<file path="src/rtl/ctrlPkg.sv">
package ctrlPkg;

	//////////////////////////////
	// Immediate extension
	//////////////////////////////
	typedef logic [1:0] extOp_t;

	localparam extOp_t extZero = 2'd0;
	localparam extOp_t extSign = 2'd1;
	localparam extOp_t extUpper = 2'd2;
	// Instructions without an immediate, output is all ones
	localparam extOp_t extNone = 2'd3;

	//////////////////////////////
	// Next-PC selection
	//////////////////////////////
	typedef logic [1:0] npcOp_t;

	// pc4 + 4, past the delay slot
	localparam npcOp_t npcSeq = 2'd0;
	localparam npcOp_t npcBranch = 2'd1;
	localparam npcOp_t npcJump = 2'd2;
	// Target taken from rs
	localparam npcOp_t npcReg = 2'd3;

endpackage

</file>
<file path="src/rtl/isaPkg.sv">
package isaPkg;

	//////////////////////////////
	// Field widths
	//////////////////////////////
	localparam int wordWidth = 32;
	localparam int regAddrWidth = 5;
	localparam int opcodeWidth = 6;
	localparam int functWidth = 6;
	localparam int immWidth = 16;
	localparam int targetWidth = 26;
	localparam int regCount = 1 << regAddrWidth;

	typedef logic [wordWidth-1:0] word_t;
	typedef logic [regAddrWidth-1:0] regAddr_t;
	typedef logic [opcodeWidth-1:0] opcode_t;
	typedef logic [functWidth-1:0] funct_t;
	typedef logic [immWidth-1:0] imm16_t;
	typedef logic [targetWidth-1:0] target26_t;

	//////////////////////////////
	// Primary opcodes
	//////////////////////////////
	// Special group, decoded further by funct
	localparam opcode_t opRtype = 6'b000000;
	localparam opcode_t opOri = 6'b001101;
	localparam opcode_t opLw = 6'b100011;
	localparam opcode_t opSw = 6'b101011;
	localparam opcode_t opBeq = 6'b000100;
	localparam opcode_t opLui = 6'b001111;
	localparam opcode_t opJ = 6'b000010;
	localparam opcode_t opJal = 6'b000011;

	// Funct codes within the special group
	localparam funct_t functAddu = 6'b100001;
	localparam funct_t functSubu = 6'b100011;
	localparam funct_t functJr = 6'b001000;

	// Named registers
	localparam regAddr_t zeroReg = 5'd0;
	localparam regAddr_t linkReg = 5'd31;

	// Boot address of the fetch stage
	localparam word_t resetPc = 32'h0000_3000;

endpackage

</file>
<file path="src/rtl/decodeCtrlIf.sv">
`timescale 1ns/100ps

interface decodeCtrlIf;

	isaPkg::regAddr_t rs;
	isaPkg::regAddr_t rt;
	isaPkg::imm16_t imm16;
	isaPkg::target26_t target26;
	ctrlPkg::extOp_t extOp;
	ctrlPkg::npcOp_t npcOp;
	logic regWrite;

	modport decoder (output rs, rt, imm16, target26, extOp, npcOp, regWrite);

	modport regRead (input rs, rt);

	modport writeBack (input regWrite);

	modport extend (input extOp, imm16);

	modport npcSel (input npcOp, imm16, target26);

endinterface

</file>
<file path="src/rtl/decodeStage.sv">
`timescale 1ns/100ps

module decodeStage (
	input logic clk,
	input logic reset,
	input isaPkg::word_t instr,
	input isaPkg::word_t pc4,
	input isaPkg::word_t instrW,
	input isaPkg::regAddr_t a3W,
	input isaPkg::word_t regDataW,
	output isaPkg::word_t rd1,
	output isaPkg::word_t rd2,
	output isaPkg::word_t ext,
	output isaPkg::word_t npc
);

	//////////////////////////////
	// Decoded control
	//////////////////////////////
	// Instruction in decode
	decodeCtrlIf dCtrl ();
	// Instruction in write-back
	decodeCtrlIf wCtrl ();

	instrDecoder decInst (
		.instr(instr),
		.ctrl(dCtrl.decoder)
	);

	// Only regWrite of this copy is consumed
	instrDecoder decWb (
		.instr(instrW),
		.ctrl(wCtrl.decoder)
	);

	//////////////////////////////
	// Datapath
	//////////////////////////////
	regFile regs (
		.clk(clk),
		.reset(reset),
		.rdCtrl(dCtrl.regRead),
		.wbCtrl(wCtrl.writeBack),
		.a3W(a3W),
		.regDataW(regDataW),
		.rd1(rd1),
		.rd2(rd2)
	);

	immExtender extUnit (
		.ctrl(dCtrl.extend),
		.ext(ext)
	);

	// Compares the raw register reads, no forwarding here
	nextPcUnit npcUnit (
		.pc4(pc4),
		.ctrl(dCtrl.npcSel),
		.rd1(rd1),
		.rd2(rd2),
		.npc(npc)
	);

endmodule

</file>
<file path="src/rtl/immExtender.sv">
`timescale 1ns/100ps

module immExtender (
	decodeCtrlIf.extend ctrl,
	output isaPkg::word_t ext
);

	always_comb begin
		case (ctrl.extOp)
			ctrlPkg::extZero: begin
				ext = {16'b0, ctrl.imm16};
			end
			ctrlPkg::extSign: begin
				ext = {{16{ctrl.imm16[15]}}, ctrl.imm16};
			end
			// lui loads the upper half
			ctrlPkg::extUpper: begin
				ext = {ctrl.imm16, 16'b0};
			end
			default: begin
				ext = '1;
			end
		endcase
	end

endmodule

</file>
<file path="src/rtl/instrDecoder.sv">
`timescale 1ns/100ps

module instrDecoder (
	input isaPkg::word_t instr,
	decodeCtrlIf.decoder ctrl
);

	isaPkg::opcode_t opcode;
	isaPkg::funct_t funct;
	logic isRtype;
	logic isAddu;
	logic isSubu;
	logic isJr;
	logic isOri;
	logic isLw;
	logic isSw;
	logic isBeq;
	logic isLui;
	logic isJ;
	logic isJal;

	//////////////////////////////
	// Field slicing
	//////////////////////////////
	assign opcode = instr[31:26];
	assign funct = instr[5:0];

	assign ctrl.rs = instr[25:21];
	assign ctrl.rt = instr[20:16];
	assign ctrl.imm16 = instr[15:0];
	assign ctrl.target26 = instr[25:0];

	//////////////////////////////
	// Instruction match
	//////////////////////////////
	assign isRtype = (opcode == isaPkg::opRtype);
	assign isAddu = isRtype && (funct == isaPkg::functAddu);
	assign isSubu = isRtype && (funct == isaPkg::functSubu);
	assign isJr = isRtype && (funct == isaPkg::functJr);
	assign isOri = (opcode == isaPkg::opOri);
	assign isLw = (opcode == isaPkg::opLw);
	assign isSw = (opcode == isaPkg::opSw);
	assign isBeq = (opcode == isaPkg::opBeq);
	assign isLui = (opcode == isaPkg::opLui);
	assign isJ = (opcode == isaPkg::opJ);
	assign isJal = (opcode == isaPkg::opJal);

	// Extension select
	always_comb begin
		if (isOri) begin
			ctrl.extOp = ctrlPkg::extZero;
		end else if (isLw || isSw) begin
			ctrl.extOp = ctrlPkg::extSign;
		end else if (isLui) begin
			ctrl.extOp = ctrlPkg::extUpper;
		end else begin
			ctrl.extOp = ctrlPkg::extNone;
		end
	end

	// Next-PC select, nop and unknown codes fall through to sequential
	always_comb begin
		if (isBeq) begin
			ctrl.npcOp = ctrlPkg::npcBranch;
		end else if (isJ || isJal) begin
			ctrl.npcOp = ctrlPkg::npcJump;
		end else if (isJr) begin
			ctrl.npcOp = ctrlPkg::npcReg;
		end else begin
			ctrl.npcOp = ctrlPkg::npcSeq;
		end
	end

	// Instructions that produce a register result
	assign ctrl.regWrite = isAddu || isSubu || isOri || isLw || isLui || isJal;

endmodule

</file>
<file path="src/rtl/nextPcUnit.sv">
`timescale 1ns/100ps

module nextPcUnit (
	input isaPkg::word_t pc4,
	decodeCtrlIf.npcSel ctrl,
	input isaPkg::word_t rd1,
	input isaPkg::word_t rd2,
	output isaPkg::word_t npc
);

	isaPkg::word_t pc;
	isaPkg::word_t branchOffset;
	isaPkg::word_t seqPc;
	logic regsEqual;

	//////////////////////////////
	// Operand prep
	//////////////////////////////
	// PC of the instruction in decode
	assign pc = pc4 - 32'd4;

	// Word offset scaled to bytes
	assign branchOffset = {{14{ctrl.imm16[15]}}, ctrl.imm16, 2'b00};

	// Skip the delay slot
	assign seqPc = pc4 + 32'd4;

	// beq comparator
	assign regsEqual = (rd1 == rd2);

	//////////////////////////////
	// Target select
	//////////////////////////////
	always_comb begin
		case (ctrl.npcOp)
			ctrlPkg::npcBranch: begin
				if (regsEqual) begin
					npc = pc4 + branchOffset;
				end else begin
					npc = seqPc;
				end
			end
			// Region bits come from the jump's own PC
			ctrlPkg::npcJump: begin
				npc = {pc[31:28], ctrl.target26, 2'b00};
			end
			ctrlPkg::npcReg: begin
				npc = rd1;
			end
			default: begin
				npc = seqPc;
			end
		endcase
	end

endmodule

</file>
<file path="src/rtl/regFile.sv">
`timescale 1ns/100ps

module regFile (
	input logic clk,
	input logic reset,
	decodeCtrlIf.regRead rdCtrl,
	decodeCtrlIf.writeBack wbCtrl,
	input isaPkg::regAddr_t a3W,
	input isaPkg::word_t regDataW,
	output isaPkg::word_t rd1,
	output isaPkg::word_t rd2
);

	isaPkg::word_t regs [isaPkg::regCount];

	//////////////////////////////
	// Read ports
	//////////////////////////////
	// No bypass from write-back, a write shows up after the edge
	assign rd1 = regs[rdCtrl.rs];
	assign rd2 = regs[rdCtrl.rt];

	//////////////////////////////
	// Write port
	//////////////////////////////
	always_ff @(posedge clk) begin
		if (reset) begin
			for (int i = 0; i < isaPkg::regCount; i++) begin
				regs[i] <= '0;
			end
		end else if (wbCtrl.regWrite && (a3W != isaPkg::zeroReg)) begin
			// Register 0 is hardwired, writes to it are dropped
			regs[a3W] <= regDataW;
		end
	end

endmodule
</file>
<file path="config.mk">
export PLATFORM = sky130hd
export DESIGN_NAME = decodeStage
export DESIGN_NICKNAME = d
export VERILOG_FILES = /design/src/rtl/ctrlPkg.sv /design/src/rtl/isaPkg.sv /design/src/rtl/decodeCtrlIf.sv /design/src/rtl/decodeStage.sv /design/src/rtl/immExtender.sv /design/src/rtl/instrDecoder.sv /design/src/rtl/nextPcUnit.sv /design/src/rtl/regFile.sv
export SDC_FILE = /design/constraint.sdc
export NUM_CORES = 2
export LEC_CHECK = 0
export BUFFER_PORTS_ARGS = -buffer_cell sky130_fd_sc_hd__buf_2
export CAP_MARGIN = 30
export CORE_MARGIN = 3
export CORE_UTILIZATION = 40
export CTS_CLUSTER_DIAMETER = 100
export DETAILED_ROUTE_END_ITERATION = 10
export PLACE_DENSITY = 0.58
export RECOVER_POWER = 100
export SYNTH_ARGS = -nofsm -noshare
export SYNTH_HDL_FRONTEND = slang
export SYNTH_SLANG_ARGS = --single-unit
</file>
<file path="constraint.sdc">
create_clock -name clk -period 11.9 [get_ports clk]
set_input_delay 1.785 -clock clk [delete_from_list [all_inputs] [get_ports clk]]
set_output_delay 1.785 -clock clk [all_outputs]
set_load 0.02 [all_outputs]
</file>
==> impl_metrics.json <==
{
  "status": "finished, violations left",
  "failed_checks": "capacitance limit, slew limit",
  "combPwrFrac_pct": 14.6,
  "synthToLayoutAreaGrowth_pct": 11.6,
  "port_buffers": 241,
  "syn_avg_cell_area_um2": 12.8,
  "grt_max_degree": 83,
  "power_density_nw_per_um2": 139,
  "clock_sinks": 1024,
  "grt_pass1_vias": 41046,
  "track_usage_pct": 28.0,
  "critPathLaunchType": "input pin",
  "largest_reg_flops": 1024,
  "rows": 139,
  "ir_worst_vdd_mv": 0.117,
  "viasPerCell": 6.21,
  "grt_pass1_wl_um": 303000,
  "slowest_stage": "clkbuf_1",
  "cts.clk_slew.worst_paths_ps": 60,
  "seq_power_share_pct": 46.9,
  "dieArea_um2": 151000,
  "hold_class": "input pin to register",
  "maxCapViolations": 80,
  "drt_iter0_markers": 5570,
  "crit_type": "input pin to output pin",
  "synth.top_cell.area_share_pct": 52.5,
  "min_period_ps": 10800,
  "power_uw": 9070,
  "wire_per_inst_um": 32.0,
  "crit_cells": 15,
  "pwr-share-clk_pct": 38.5,
  "drive_above_1_share_pct": 15.6,
  "reg.largest.list": "regs.regs: 1024 flops",
  "routed_wl_um": 217000,
  "first_pass_iters": 5,
  "ys.flop_type": "edfxtp_1",
  "grt_setup_unrepaired": "false",
  "slew_headroom_pct": -138,
  "worstPathRequired_ps": 10120,
  "dp_hpwl_um": 131000,
  "synth_top_cell_by_area": "edfxtp_1",
  "die-width_um": 389,
  "setup_violations": 0,
  "fillCellCount": 13075,
  "nNetsFinal": 4919,
  "cts_max_path_buffers": 3,
  "synth.area.top_cells": "edfxtp_1 (52%), and2_1 (11%), mux4_2 (9.8%)",
  "tns_ps": 0,
  "die_h_um": 389,
  "crit_end": "npc[15]",
  "antenna_found_initial": 23,
  "p_leak_uw": 0.0229,
  "syn_area_um2": 58600,
  "cp_cell_sequence": "clkbuf_1, nand4_1, clkbuf_1, o22ai_1, or4_1, or3_1, xnor2_1, nor4_1, nand4_1, or4_2, buf_12, clkbuf_1, a21oi_1, o2bb2a_1, clkbuf_1",
  "arrival_ps": 9010,
  "drtAntennaViolNets": 0,
  "end_kind": "output pin",
  "p_switching_uw": 2440,
  "worstPathMaxFanout": 50,
  "post-cts-setup-buffers": 0,
  "swShare_pct": 26.9,
  "final-hold-violation-count": 0,
  "async_flop_share_pct": 0,
  "worstSetupStartpoint": "instr[24]",
  "vias": 41997,
  "ys_seq_area_share_pct": 52.5,
  "yosysWarnings": 0,
  "cts_tree": "built",
  "critPathBufInv": 5,
  "cell_internal_pwr_uw": 6630,
  "largest_register": "regs.regs",
  "cts_resized": 0,
  "synth-seq-cells": 1024,
  "overflow": 0,
  "cts_root_buffer": "clkbuf_16",
  "cp_common_cell": "clkbuf_1",
  "tightest_slew_ps": 3560,
  "final_max_slew_viol_count": 2100,
  "core_area_um2": 145000,
  "fmax_mhz": 92.6,
  "remaining_drc_errors": 0,
  "ys_types": 65,
  "cp_top_family": "simple AND/OR/NAND/NOR gates",
  "gp_congestion": 0.903,
  "fin_crit_sh_pct": 90.7,
  "synth_cells": 4596,
  "synth-edff-count": 1024,
  "ios": 263,
  "critPathMaxStageDelay_ps": 1320,
  "start_util_pct": 40.6,
  "htreeDepth": 3,
  "cts_hold_buffers": 0,
  "numCtsBuffers": 113
}
## power groups by stage
stage	combinational, µW	clock (µW)	sequential (µW)
final	1330	3490	4250
after global routing	1380	3660	4270
after CTS	1320	3530	4240
after detailed placement	1320	0	4310
after global placement	1310	0	4300
after floorplan	785	0	4280
## metrics by stage
stage	cell area, µm²	utilization (%)	setup WS [ps]	instances	hold WS, ps
after floorplan	58700	-	4380	4627	1980
after global routing	65400	45.3	1160	6752	1730
after CTS	65800	45.5	2070	6745	1470
after global placement	62100	42.9	2090	6508	2220
final	65400	45.3	1100	6765	1720
after detailed placement	62200	43.0	2070	6535	2220
## layout make-up
class | instances | area [µm²] | share of cell area [%]
Tap cell | 1903 | 2380 | 3.64
Sequential cell | 1024 | 30700 | 47.0
Clock inverter | 72 | 576 | 0.879
Timing Repair Buffer | 456 | 2510 | 3.84
Inverter | 20 | 75.1 | 0.115
Clock buffer | 138 | 3050 | 4.66
Antenna cell | 15 | 37.5 | 0.0574
Multi-Input combinational cell | 3137 | 26100 | 39.8
## worst min path at each step
stage                 start                 to  cells past startpoint
2_1_floorplan  regDataW[31]   regs.regs[1][31]                      1
3_3_place_gp          reset    regs.regs[0][8]                      1
3_5_place_dp          reset    regs.regs[0][8]                      1
4_1_cts               reset    regs.regs[0][8]                      1
5_1_grt        regDataW[22]  regs.regs[16][22]                      2
6_report       regDataW[28]  regs.regs[18][28]                      2
## Yosys cell counts, types with 8 or more instances
cell and count:
nor4_1 74, buf_6 36, a21oi_2 9, nor2_1 71, o22ai_1 272, nor2b_1 8
or3_1 11, mux4_2 256, xnor2_1 53, buf_2 81, a21o_1 44, clkbuf_1 292
buf_1 19, a2bb2oi_1 16, mux2i_1 514, a21oi_1 42, o21ai_0 283, o221ai_1 22
or2_2 33, or4_1 9, nand4_1 64, and2_1 993, nor3_1 12, edfxtp_1 1024
buf_4 18, xor2_1 36, nand2_1 56, inv_1 20, o22a_1 49, o21ai_1 17
ha_1 31, and3_1 11, nand3_1 24
## metal layers
layer	wire [µm]	global-route usage [%]	vias up
met1	86700	38.5	21355
li1	-	-	17807
met4	10300	11.9	0
met5	0	0	-
met3	23500	5.87	442
met2	96100	43.2	2393
## cell usage in the layout (no fill, tap or decap), drive strengths merged, types with 16 or more instances in the layout
master,instances
a21o,44
a21oi,51
a2bb2oi,16
and2,993
buf,280
clkbuf,314
clkinv,58
conb,32
edfxtp,1024
ha,31
inv,21
mux2i,514
mux4,256
nand2,56
nand3,24
nand4,64
nor2,71
nor4,74
o21ai,300
o221ai,22
o22a,49
o22ai,272
or2,33
xnor2,53
xor2,36
## kinds of logic after synthesis
logic type,count (synthesis),synth area share [%]
flip-flops,1024,52.5
buffers and inverters,466,3.73
multiplexers,770,18.6
AND/OR/NAND/NOR,1416,14.7
XOR/XNOR,89,1.33
other,1,0.00640
adder cells (fa/ha/maj),32,0.696
AO/OA/AOI/OAI,798,8.46
Note: power is estimated with default switching activity, not from simulation.
